[config.mk]
export PLATFORM = sky130hd
export DESIGN_NAME = mult_unit
export DESIGN_NICKNAME = d
export VERILOG_FILES = /design/src/rtl/expipe_pkg.sv /design/src/rtl/mult_eu_if.sv /design/src/rtl/mult_unit.sv /design/src/rtl/mult.sv /design/src/rtl/mult_rs.sv
export SDC_FILE = /design/constraint.sdc
export NUM_CORES = 2
export LEC_CHECK = 0
export BUFFER_PORTS_ARGS = -buffer_cell sky130_fd_sc_hd__buf_4
export CORE_MARGIN = 2
export CORE_UTILIZATION = 40
export CTS_CLUSTER_DIAMETER = 120
export DETAILED_ROUTE_END_ITERATION = 10
export GPL_ROUTABILITY_DRIVEN = 0
export PLACE_DENSITY_LB_ADDON = 0.08
export SYNTH_ARGS = -nofsm -noshare
export SYNTH_HDL_FRONTEND = slang
export SYNTH_SLANG_ARGS = --single-unit
export TNS_END_PERCENT = 1
[constraint.sdc]
create_clock -name clk_i -period 10.7 [get_ports clk_i]
set_input_delay 1.07 -clock clk_i [delete_from_list [all_inputs] [get_ports clk_i]]
set_output_delay 1.07 -clock clk_i [all_outputs]
set_load 0.005 [all_outputs]
[src/rtl/expipe_pkg.sv]
// Execution pipeline package
// Shared widths, tag and control types, multiply operation codes
// and the reservation station entry states
package expipe_pkg;

    // Operand and result width
    localparam int XLEN = 32;

    // Operand and result data
    typedef logic [XLEN-1:0] data_t;

    // Reorder buffer tag: producer of an operand, destination of a result
    typedef logic [3:0] rob_tag_t;

    // Multiply operation code
    typedef logic [1:0] mult_ctl_t;

    // Low half of the product
    localparam mult_ctl_t MULT_MUL    = 2'd0;
    // High half, signed x signed
    localparam mult_ctl_t MULT_MULH   = 2'd1;
    // High half, signed rs1 x unsigned rs2
    localparam mult_ctl_t MULT_MULHSU = 2'd2;
    // High half, unsigned x unsigned
    localparam mult_ctl_t MULT_MULHU  = 2'd3;

    // Reservation station entry state
    typedef enum logic [2:0] {
        RS_EMPTY,
        RS_WAIT_OPS,
        RS_READY,
        RS_EXEC,
        RS_DONE
    } rs_state_t;

    // Entry index width, never below one bit
    function automatic int rs_idx_w(input int depth);
        return (depth > 1) ? $clog2(depth) : 1;
    endfunction

endpackage
[src/rtl/mult_eu_if.sv]
// Station to multiplier link
// Dispatches go out with the entry index, results come back with it
`timescale 1ns/1ps

interface mult_eu_if #(
    parameter int IDX_W = 2
) ();
    import expipe_pkg::*;

    // Dispatch side, driven by the station
    logic             disp_valid;
    mult_ctl_t        disp_ctl;
    data_t            disp_rs1;
    data_t            disp_rs2;
    logic [IDX_W-1:0] disp_idx;

    // Result side, driven by the multiplier
    logic             res_valid;
    logic [IDX_W-1:0] res_idx;
    data_t            res_value;

    // Reservation station view
    modport rs (
        output disp_valid, disp_ctl, disp_rs1, disp_rs2, disp_idx,
        input  res_valid, res_idx, res_value
    );

    // Execution unit view
    modport eu (
        input  disp_valid, disp_ctl, disp_rs1, disp_rs2, disp_idx,
        output res_valid, res_idx, res_value
    );

endinterface

[src/rtl/mult_unit.sv]
// Multiply unit top level
// Reservation station and pipelined multiplier joined by their link
`timescale 1ns/1ps

module mult_unit #(
    parameter int RS_DEPTH    = 4,
    parameter int MULT_STAGES = 2
) (
    input  logic                  clk_i,
    input  logic                  rst_n_i,
    input  logic                  flush_i,
    // Issue port
    input  logic                  issue_valid_i,
    output logic                  issue_ready_o,
    input  expipe_pkg::mult_ctl_t issue_ctl_i,
    input  logic                  issue_rs1_rdy_i,
    input  expipe_pkg::rob_tag_t  issue_rs1_tag_i,
    input  expipe_pkg::data_t     issue_rs1_value_i,
    input  logic                  issue_rs2_rdy_i,
    input  expipe_pkg::rob_tag_t  issue_rs2_tag_i,
    input  expipe_pkg::data_t     issue_rs2_value_i,
    input  expipe_pkg::rob_tag_t  issue_dest_tag_i,
    // Common data bus snoop
    input  logic                  cdb_valid_i,
    input  expipe_pkg::rob_tag_t  cdb_tag_i,
    input  expipe_pkg::data_t     cdb_value_i,
    // Writeback port
    output logic                  wb_valid_o,
    input  logic                  wb_ready_i,
    output expipe_pkg::rob_tag_t  wb_tag_o,
    output expipe_pkg::data_t     wb_value_o
);
    import expipe_pkg::*;

    // Index width shared by both ends of the link
    localparam int IDX_W = rs_idx_w(RS_DEPTH);

    mult_eu_if #(.IDX_W(IDX_W)) eu_link ();

    mult_rs #(
        .RS_DEPTH (RS_DEPTH)
    ) mult_rs_inst (
        .clk_i             (clk_i),
        .rst_n_i           (rst_n_i),
        .flush_i           (flush_i),
        .issue_valid_i     (issue_valid_i),
        .issue_ready_o     (issue_ready_o),
        .issue_ctl_i       (issue_ctl_i),
        .issue_rs1_rdy_i   (issue_rs1_rdy_i),
        .issue_rs1_tag_i   (issue_rs1_tag_i),
        .issue_rs1_value_i (issue_rs1_value_i),
        .issue_rs2_rdy_i   (issue_rs2_rdy_i),
        .issue_rs2_tag_i   (issue_rs2_tag_i),
        .issue_rs2_value_i (issue_rs2_value_i),
        .issue_dest_tag_i  (issue_dest_tag_i),
        .cdb_valid_i       (cdb_valid_i),
        .cdb_tag_i         (cdb_tag_i),
        .cdb_value_i       (cdb_value_i),
        .wb_valid_o        (wb_valid_o),
        .wb_ready_i        (wb_ready_i),
        .wb_tag_o          (wb_tag_o),
        .wb_value_o        (wb_value_o),
        .eu                (eu_link.rs)
    );

    mult #(
        .RS_DEPTH    (RS_DEPTH),
        .MULT_STAGES (MULT_STAGES)
    ) mult_inst (
        .clk_i   (clk_i),
        .rst_n_i (rst_n_i),
        .flush_i (flush_i),
        .eu      (eu_link.eu)
    );

endmodule

[src/rtl/mult.sv]
// Pipelined multiplier
// Handles MUL, MULH, MULHSU and MULHU, returns the result with the
// station entry index after MULT_STAGES cycles
`timescale 1ns/1ps

module mult #(
    parameter int RS_DEPTH    = 4,
    parameter int MULT_STAGES = 2
) (
    input  logic clk_i,
    input  logic rst_n_i,
    input  logic flush_i,
    mult_eu_if.eu eu
);
    import expipe_pkg::*;

    localparam int IDX_W = rs_idx_w(RS_DEPTH);

    // Input stage: operands extended to XLEN+1 bits
    logic                    in_valid_q;
    logic [IDX_W-1:0]        in_idx_q;
    logic signed [XLEN:0]    in_a_q;
    logic signed [XLEN:0]    in_b_q;
    logic                    in_hi_q;
    logic                    a_signed, b_signed;
    logic signed [2*XLEN+1:0] product;
    data_t                   prod_sel;

    // Result pipeline
    logic             st_valid_q [MULT_STAGES];
    logic [IDX_W-1:0] st_idx_q   [MULT_STAGES];
    data_t            st_value_q [MULT_STAGES];

    // rs1 is signed except for MULHU, rs2 only for MUL and MULH
    assign a_signed = (eu.disp_ctl != MULT_MULHU);
    assign b_signed = (eu.disp_ctl == MULT_MUL) || (eu.disp_ctl == MULT_MULH);

    // Signed 33x33 product, then pick the half
    assign product  = in_a_q * in_b_q;
    assign prod_sel = in_hi_q ? product[2*XLEN-1:XLEN] : product[XLEN-1:0];

    // Valid bits
    always_ff @(posedge clk_i or negedge rst_n_i) begin
        if (!rst_n_i) begin
            in_valid_q <= 1'b0;
            for (int k = 0; k < MULT_STAGES; k++) begin
                st_valid_q[k] <= 1'b0;
            end
        end else if (flush_i) begin
            in_valid_q <= 1'b0;
            for (int k = 0; k < MULT_STAGES; k++) begin
                st_valid_q[k] <= 1'b0;
            end
        end else begin
            in_valid_q    <= eu.disp_valid;
            st_valid_q[0] <= in_valid_q;
            for (int k = 1; k < MULT_STAGES; k++) begin
                st_valid_q[k] <= st_valid_q[k-1];
            end
        end
    end

    // Operands, index and result travel alongside the valid bits
    always_ff @(posedge clk_i) begin
        in_idx_q      <= eu.disp_idx;
        in_a_q        <= {a_signed & eu.disp_rs1[XLEN-1], eu.disp_rs1};
        in_b_q        <= {b_signed & eu.disp_rs2[XLEN-1], eu.disp_rs2};
        in_hi_q       <= (eu.disp_ctl != MULT_MUL);
        st_idx_q[0]   <= in_idx_q;
        st_value_q[0] <= prod_sel;
        for (int k = 1; k < MULT_STAGES; k++) begin
            st_idx_q[k]   <= st_idx_q[k-1];
            st_value_q[k] <= st_value_q[k-1];
        end
    end

    // Last stage returns to the station
    assign eu.res_valid = st_valid_q[MULT_STAGES-1];
    assign eu.res_idx   = st_idx_q[MULT_STAGES-1];
    assign eu.res_value = st_value_q[MULT_STAGES-1];

endmodule

[src/rtl/mult_rs.sv]
// Multiply reservation station
// Holds issued multiplies, snoops the data bus for missing operands,
// dispatches ready entries and writes finished results back
`timescale 1ns/1ps

module mult_rs #(
    parameter int RS_DEPTH = 4
) (
    input  logic                  clk_i,
    input  logic                  rst_n_i,
    input  logic                  flush_i,
    // Issue port
    input  logic                  issue_valid_i,
    output logic                  issue_ready_o,
    input  expipe_pkg::mult_ctl_t issue_ctl_i,
    input  logic                  issue_rs1_rdy_i,
    input  expipe_pkg::rob_tag_t  issue_rs1_tag_i,
    input  expipe_pkg::data_t     issue_rs1_value_i,
    input  logic                  issue_rs2_rdy_i,
    input  expipe_pkg::rob_tag_t  issue_rs2_tag_i,
    input  expipe_pkg::data_t     issue_rs2_value_i,
    input  expipe_pkg::rob_tag_t  issue_dest_tag_i,
    // Common data bus snoop
    input  logic                  cdb_valid_i,
    input  expipe_pkg::rob_tag_t  cdb_tag_i,
    input  expipe_pkg::data_t     cdb_value_i,
    // Writeback port
    output logic                  wb_valid_o,
    input  logic                  wb_ready_i,
    output expipe_pkg::rob_tag_t  wb_tag_o,
    output expipe_pkg::data_t     wb_value_o,
    // Multiplier link
    mult_eu_if.rs                 eu
);
    import expipe_pkg::*;

    localparam int IDX_W = rs_idx_w(RS_DEPTH);
    typedef logic [IDX_W-1:0] idx_t;

    // Entry storage
    rs_state_t state_q    [RS_DEPTH];
    mult_ctl_t ctl_q      [RS_DEPTH];
    logic      rs1_rdy_q  [RS_DEPTH];
    rob_tag_t  rs1_tag_q  [RS_DEPTH];
    data_t     rs1_val_q  [RS_DEPTH];
    logic      rs2_rdy_q  [RS_DEPTH];
    rob_tag_t  rs2_tag_q  [RS_DEPTH];
    data_t     rs2_val_q  [RS_DEPTH];
    rob_tag_t  dest_tag_q [RS_DEPTH];
    data_t     result_q   [RS_DEPTH];

    // Data bus matches on waiting operands
    logic cdb_hit1 [RS_DEPTH];
    logic cdb_hit2 [RS_DEPTH];

    idx_t  free_idx, disp_idx, done_idx, wb_sel_idx, wb_held_idx_q;
    logic  free_found, disp_found, done_found, wb_held_q;
    logic  issue_accept, wb_take;
    logic  new_rs1_rdy, new_rs2_rdy;
    data_t new_rs1_val, new_rs2_val;

    // Lowest-index pickers: free slot, ready entry, finished entry
    always_comb begin
        free_found = 1'b0;
        free_idx   = '0;
        disp_found = 1'b0;
        disp_idx   = '0;
        done_found = 1'b0;
        done_idx   = '0;
        // Walk downwards so the lowest match is kept
        for (int i = RS_DEPTH - 1; i >= 0; i--) begin
            if (state_q[i] == RS_EMPTY) begin
                free_found = 1'b1;
                free_idx   = idx_t'(i);
            end
            if (state_q[i] == RS_READY) begin
                disp_found = 1'b1;
                disp_idx   = idx_t'(i);
            end
            if (state_q[i] == RS_DONE) begin
                done_found = 1'b1;
                done_idx   = idx_t'(i);
            end
        end
    end

    // Snoop: a broadcast fills any operand still waiting on its tag
    always_comb begin
        for (int i = 0; i < RS_DEPTH; i++) begin
            cdb_hit1[i] = cdb_valid_i && !rs1_rdy_q[i] && (cdb_tag_i == rs1_tag_q[i]);
            cdb_hit2[i] = cdb_valid_i && !rs2_rdy_q[i] && (cdb_tag_i == rs2_tag_q[i]);
        end
    end

    // Issue with same-cycle bus forwarding
    assign issue_ready_o = free_found;
    assign issue_accept  = issue_valid_i && free_found;
    assign new_rs1_rdy   = issue_rs1_rdy_i || (cdb_valid_i && (cdb_tag_i == issue_rs1_tag_i));
    assign new_rs2_rdy   = issue_rs2_rdy_i || (cdb_valid_i && (cdb_tag_i == issue_rs2_tag_i));
    assign new_rs1_val   = issue_rs1_rdy_i ? issue_rs1_value_i : cdb_value_i;
    assign new_rs2_val   = issue_rs2_rdy_i ? issue_rs2_value_i : cdb_value_i;

    // Dispatch toward the multiplier
    assign eu.disp_valid = disp_found;
    assign eu.disp_idx   = disp_idx;
    assign eu.disp_ctl   = ctl_q[disp_idx];
    assign eu.disp_rs1   = rs1_val_q[disp_idx];
    assign eu.disp_rs2   = rs2_val_q[disp_idx];

    // Writeback holds its entry once stalled, so a lower entry
    // finishing later cannot swap the presented result
    assign wb_sel_idx = wb_held_q ? wb_held_idx_q : done_idx;
    assign wb_valid_o = wb_held_q || done_found;
    assign wb_tag_o   = dest_tag_q[wb_sel_idx];
    assign wb_value_o = result_q[wb_sel_idx];
    assign wb_take    = wb_valid_o && wb_ready_i;

    // Entry state machines
    always_ff @(posedge clk_i or negedge rst_n_i) begin
        if (!rst_n_i) begin
            for (int i = 0; i < RS_DEPTH; i++) begin
                state_q[i] <= RS_EMPTY;
            end
            wb_held_q <= 1'b0;
        end else if (flush_i) begin
            for (int i = 0; i < RS_DEPTH; i++) begin
                state_q[i] <= RS_EMPTY;
            end
            wb_held_q <= 1'b0;
        end else begin
            for (int i = 0; i < RS_DEPTH; i++) begin
                case (state_q[i])
                    RS_EMPTY: begin
                        if (issue_accept && (free_idx == idx_t'(i))) begin
                            state_q[i] <= (new_rs1_rdy && new_rs2_rdy) ? RS_READY : RS_WAIT_OPS;
                        end
                    end
                    RS_WAIT_OPS: begin
                        if ((rs1_rdy_q[i] || cdb_hit1[i]) && (rs2_rdy_q[i] || cdb_hit2[i])) begin
                            state_q[i] <= RS_READY;
                        end
                    end
                    RS_READY: begin
                        if (disp_found && (disp_idx == idx_t'(i))) begin
                            state_q[i] <= RS_EXEC;
                        end
                    end
                    RS_EXEC: begin
                        if (eu.res_valid && (eu.res_idx == idx_t'(i))) begin
                            state_q[i] <= RS_DONE;
                        end
                    end
                    RS_DONE: begin
                        if (wb_take && (wb_sel_idx == idx_t'(i))) begin
                            state_q[i] <= RS_EMPTY;
                        end
                    end
                    default: state_q[i] <= RS_EMPTY;
                endcase
            end
            wb_held_q <= wb_valid_o && !wb_ready_i;
        end
    end

    // Entry payload
    always_ff @(posedge clk_i) begin
        for (int i = 0; i < RS_DEPTH; i++) begin
            if (issue_accept && (free_idx == idx_t'(i))) begin
                ctl_q[i]      <= issue_ctl_i;
                rs1_rdy_q[i]  <= new_rs1_rdy;
                rs1_tag_q[i]  <= issue_rs1_tag_i;
                rs1_val_q[i]  <= new_rs1_val;
                rs2_rdy_q[i]  <= new_rs2_rdy;
                rs2_tag_q[i]  <= issue_rs2_tag_i;
                rs2_val_q[i]  <= new_rs2_val;
                dest_tag_q[i] <= issue_dest_tag_i;
            end else begin
                if (cdb_hit1[i]) begin
                    rs1_rdy_q[i] <= 1'b1;
                    rs1_val_q[i] <= cdb_value_i;
                end
                if (cdb_hit2[i]) begin
                    rs2_rdy_q[i] <= 1'b1;
                    rs2_val_q[i] <= cdb_value_i;
                end
            end
            // Result lands in the entry named by the multiplier
            if (eu.res_valid && (eu.res_idx == idx_t'(i))) begin
                result_q[i] <= eu.res_value;
            end
        end
        wb_held_idx_q <= wb_sel_idx;
    end

endmodule

### After elaboration in Yosys (flattened, before gate mapping)

Memory sizes are Yosys's and may differ from the RTL's.
Index checks and enable logic that the tools add are counted.

* multipliers: 1
* reductions and logical operators: 92
* bitwise logic cells: 18
* equal/unequal tests: 60
* muxes and demuxes: 158

Operators with widths (number)
* $mux 32: 14
* $reduce_or 32->1: 3
* $mux 1: 77
* $mux 2: 33
* $mul 33x33->64: 1
* $mux 3: 20
* $pmux 3 s5: 4
* $logic_and 1x1->1: 42
* $eq 4x4->1: 10
* $mux 4: 9
* $ne 3x3->1 const B: 12
* $reduce_or 4->1: 9
* $eq 3x2->1 const B: 8
* $ne 3x2->1 const B: 8
* $reduce_and 5->1: 4
* $eq 2x2->1 const B: 8
* $or 1x1->1: 16
* $eq 3x1->1 const B: 4
* $eq 3x3->1 const B: 4
* $logic_not 3->1: 4
* $logic_or 1x1->1: 12
* $mux 12: 1
* $eq 2x1->1 const B: 5
* $logic_not 2->1: 5
* 5 further kinds: 16

* word-level logic and storage cells: 353
* RAM bits: 516
* flip-flop bits (word level): 87
* bits of input ports: 122
* memories kept: 11

Memories
* mult_rs_inst.result_q: words 4, width 32, rd ports 1, clocked after memory_dff 0, wr ports 1, line mult_rs.sv:50 `data_t result_q [RS_DEPTH];`
* mult_rs_inst.rs1_val_q: words 4, width 32, rd ports 1, clocked after memory_dff 0, wr ports 4, line mult_rs.sv:45 `data_t rs1_val_q [RS_DEPTH];`
* mult_rs_inst.rs2_val_q: words 4, width 32, rd ports 1, clocked after memory_dff 0, wr ports 4, line mult_rs.sv:48 `data_t rs2_val_q [RS_DEPTH];`
* mult_inst.st_value_q: words 2, width 32, rd ports 2, clocked after memory_dff 0, wr ports 2, line mult.sv:32 `data_t st_value_q [MULT_STAGES];`
* mult_rs_inst.dest_tag_q: words 4, width 4, rd ports 1, clocked after memory_dff 0, wr ports 1, line mult_rs.sv:49 `rob_tag_t dest_tag_q [RS_DEPTH];`
* mult_rs_inst.rs1_tag_q: words 4, width 4, rd ports 4, clocked after memory_dff 0, wr ports 1, line mult_rs.sv:44 `rob_tag_t rs1_tag_q [RS_DEPTH];`
* +5 memories

### Logic depth before layout (Yosys ltp)

* depth in word-level cells: 13
* gate-level depth with buffers: 30
* depth with buffers taken out: 28

### Hierarchy

Synthesis repeated with hierarchy kept, for this count alone.

* cell total of the unflattened synthesis: 5863
* area total of the unflattened synthesis: 62643.8 sq um

By module, submodules not included
* mult: cells an instance 4386, sequential area each 2817.7 sq um, times used 1, area an instance 41733.8 sq um
* mult_rs: cells an instance 1477, sequential area each 13798.2 sq um, times used 1, area an instance 20910.1 sq um

### Worst setup path before layout

Ideal clock, no wire load.

* kind: reg-to-reg
* from: register mult_inst.in_a_q[32]
* to: memory mult_inst.st_value_q[0][29] (netlist name)
* clock period less this slack: 7.850 ns
* cell stages (with the launch flop): 29
* setup slack: 2.850 ns
* data arrival time: 7.763 ns
* path through: dfxtp_1 -> clkbuf_1 -> nand2_1 -> inv_1 -> fa_1 -> fa_1 -> fa_1 -> fa_1 -> inv_1 -> fa_1 -> inv_1 -> fa_1 -> fa_1 -> inv_1 -> fa_1 -> inv_1 -> ha_1 -> clkbuf_1 -> a21o_1 -> a21o_1 -> a21o_1 -> a21o_1 -> a21oi_1 -> nand2_1 -> or2_1 -> buf_6 -> o211a_1 -> o21a_1 -> o31ai_1

RTL lines
* start: declaration: line mult.sv:22 `logic signed [XLEN:0] in_a_q;`
* start signal: assignment: line mult.sv:66 `in_a_q <= {a_signed & eu.disp_rs1[XLEN-1], eu.disp_rs1};`
* end: declaration: line mult.sv:32

==> summary.txt <==
Timing
  – Final Hold Fails: 0
  – Slew HR: approximately 16%
  – Max Clock Skew: between 50 and 60 ps
  – Tcrit/Tclk final: ~80%
  – Slew Limit Fails: 0
  – TNS Setup: 0 ps
  – Crit path time final: 8750 ps
  – Tightest Pin Transition: around 1300 ps
  – RSZ-0062 raised after global routing: no
  – Final setup violation count: 0
  – Fmax: 0.114 GHz
  – Final WS setup: slightly below 2000 ps

Route
  – Via count: 41,200
  – Final wirelength: slightly below 200 mm
  – Initial DRC Count: between 2,000 and 3,000
  – Via/cell ratio: a little over 5
  – Detailed Routing Iterations Pass 1: 6
  – Routed wire per std cell: approximately 25 um
  – Number of antenna-violating nets in the routed design: 0
  – # DRC: 0

Floorplanning
  – Core ar.: roughly 0.15 sq mm
  – Number of top-level pins: between 150 and 200
  – Die X: 398 um
  – Die Span Y: 398 um
  – Die area: 0.158 sq mm
  – Row Count: ~140
  – Initial core utilization: 40.3%

Yosys
  – Syn_area_per_cell: approximately 11 sq um
  – FFs w/ async S/R, synth: 2.65%
  – EDFF count, synth: between 400 and 500
  – Largest area contributor in the netlist: fa_1
  – Ys Warns: 0
  – Seq cells post-synth: 603
  – Syn nets: about 7,300
  – Ys flop type: edfxtp_1
  – Share of the synthesized area in the top cell type: a little over a third
  – Mapped Cells: 5,810
  – Post-synthesis cell type count: 78
  – Most numerous cell in the Yosys netlist: fa_1
  – Largest cells by area after synthesis: fa_1, edfxtp_1, inv_1
  – Post-synthesis sequential area ratio: roughly 27%
  – Synth top cells by count: fa_1, inv_1, nand2_1
  – Synthesized area: roughly 0.062 sq mm

Worst setup path
  – Required @ worst endpoint: between 10,000 and 15,000 ps
  – Arr. time, crit path: ~9000 ps
  – Critical Path Source Type: flop
  – CP endpoint kind: flop
  – Critical-path maximum fanout: 18
  – Setup Crit Path Kind: reg -> reg

Clock network
  – Clock latency on the worst-skew pair: between 600 and 700 ps
  – Cts bufs inserted: slightly above 60
  – Post-CTS sizing: 0
  – Clk pin slew, worst setup/hold paths: ~70 ps
  – H-tree depth: 2
  – Postcts setup bufs: 0
  – Hold-fix buffers, CTS: 0
  – CTS tree: yes
  – Clk buf depth: 3
  – Clock sink total: about 600
  – Clock Tree Root: clkbuf_16

GRT
  – Congestion Overflow GR: 0
  – Antenna violations before repair: 15
  – First-pass GRT wire length: roughly 300 mm
  – Largest net degree at the start of global routing: 62
  – GRT Util Overall: between 20% and 30%
  – Vias in the first global route: 45,200

Run status
  – Status: finished clean

Placed design
  – Setup WS pre-CTS: around 1900 ps
  – Dpl hpwl: 146 mm
  – IO buf count: 159

Hold path
  – Worst min path class: in -> async

Flow run
  – MaxCap Viol Count: 0

Finish
  – Nets: about 7,300
  – Multi-input gate area: 0.0401 sq mm
  – Share of cells above drive strength 1: a little under an eighth
  – Reg area: roughly 0.017 sq mm
  – Synthesis-to-layout area growth: 9.09%
  – Fin util: a little over two fifths
  – Filler instances: 14,700
-- layout make-up --
cell class / count / share of cell area (%)
repair buffers: 268 / 2.97
multi-input cells: 3780 / 59.3
clock buffers: 75 / 2.41
diodes: 2 / 0.00740
inverters: 1114 / 6.18
clock inverters: 41 / 0.764
well taps: 2044 / 3.78
flip-flops and latches: 603 / 24.6
-- state kept, by name (all words and copies together), names as in the netlist, 8 cells and up --
name                     count
mult_rs_inst.rs1_val_q     128
mult_inst.in_b_q            33
mult_rs_inst.state_q        12
mult_rs_inst.ctl_q           8
mult_inst.st_value_q        64
mult_rs_inst.rs2_tag_q      16
mult_rs_inst.result_q      128
mult_inst.in_a_q            33
mult_rs_inst.rs2_val_q     128
mult_rs_inst.rs1_tag_q      16
mult_rs_inst.dest_tag_q     16
-- logic make-up (layout without fill, tap and decap cells) --
kind of cell,count (synthesis),count (layout),synth area share (%)
buffers and inverters,1427,1498,8.68
adders and majority gates,1337,1337,40.6
other,0,2,0
muxes,265,265,4.80
and+or+nand+nor,1683,1683,13.1
DFF,603,603,26.8
xor gates and xnor gates,98,98,1.38
AOI/OAI and AO/OA,397,397,4.63
-- routing by layer --
layer  wire, um  global-route usage (%)  vias up
li1           -                       -    18000
met1      88200                    35.7    21900
met2      92600                    41.7     1066
met3       9860                    2.97      186
met4       4260                    5.21        8
met5         46                       0        -
-- metrics by stage --
stage / cells / instance area, sq um / hold slack (ps)
finish: 7927 / 67700 / 255
global route: 7925 / 67700 / 236
CTS: 7925 / 67700 / 218
detailed placement: 7809 / 65500 / 313
global placement: 7809 / 65500 / 310
floorplan: 5810 / 62000 / 310
-- worst paths after layout --
check                      cells after the start                  startpoint                     endpoint  slack (ps)
max                                           27        mult_inst.in_b_q[10]  mult_inst.st_value_q[0][28]        1950
min                                            1                     rst_n_i      mult_rs_inst.state_q[7]         260
max reg2reg                                   27        mult_inst.in_b_q[10]  mult_inst.st_value_q[0][28]        1950
min reg2reg                                    0  mult_inst.st_value_q[0][4]  mult_inst.st_value_q[0][36]         320
max in group asynchronous                      1                     rst_n_i     mult_rs_inst.state_q[10]       10230
min in group clk_i                             0  mult_inst.st_value_q[0][4]  mult_inst.st_value_q[0][36]         320
-- critical path, cell delays in order (launching register included) --
cell and delay (ps):
dfxtp_1 980, buf_4 410, and2_1 240, fa_1 540, inv_1 170, fa_1 190
inv_1 50, fa_1 550, fa_1 690, inv_1 340, fa_1 580, inv_1 50
fa_1 490, fa_1 490, inv_1 50, fa_1 490, inv_1 50, ha_1 380
a21o_1 200, a21o_1 160, a21oi_1 270, o221ai_1 200, a21oi_1 250, o41ai_4 170
a31oi_1 290, a21oi_2 90, xnor2_1 150, a21oi_1 90
-- cells in the final DEF (no fill, tap or decap), types with 56 or more instances in the layout --
cell	count
and2_1	534
ha_1	212
nor2_1	56
dfxtp_1	133
edfxtp_1	446
a222oi_1	71
a21oi_1	95
mux2_2	261
inv_1	1111
fa_1	1125
clkbuf_16	61
xnor2_1	56
buf_4	268
nand2_1	877
Power is not shown: default switching activity piles up to over one toggle a cycle in this logic, so the estimate is an artifact.
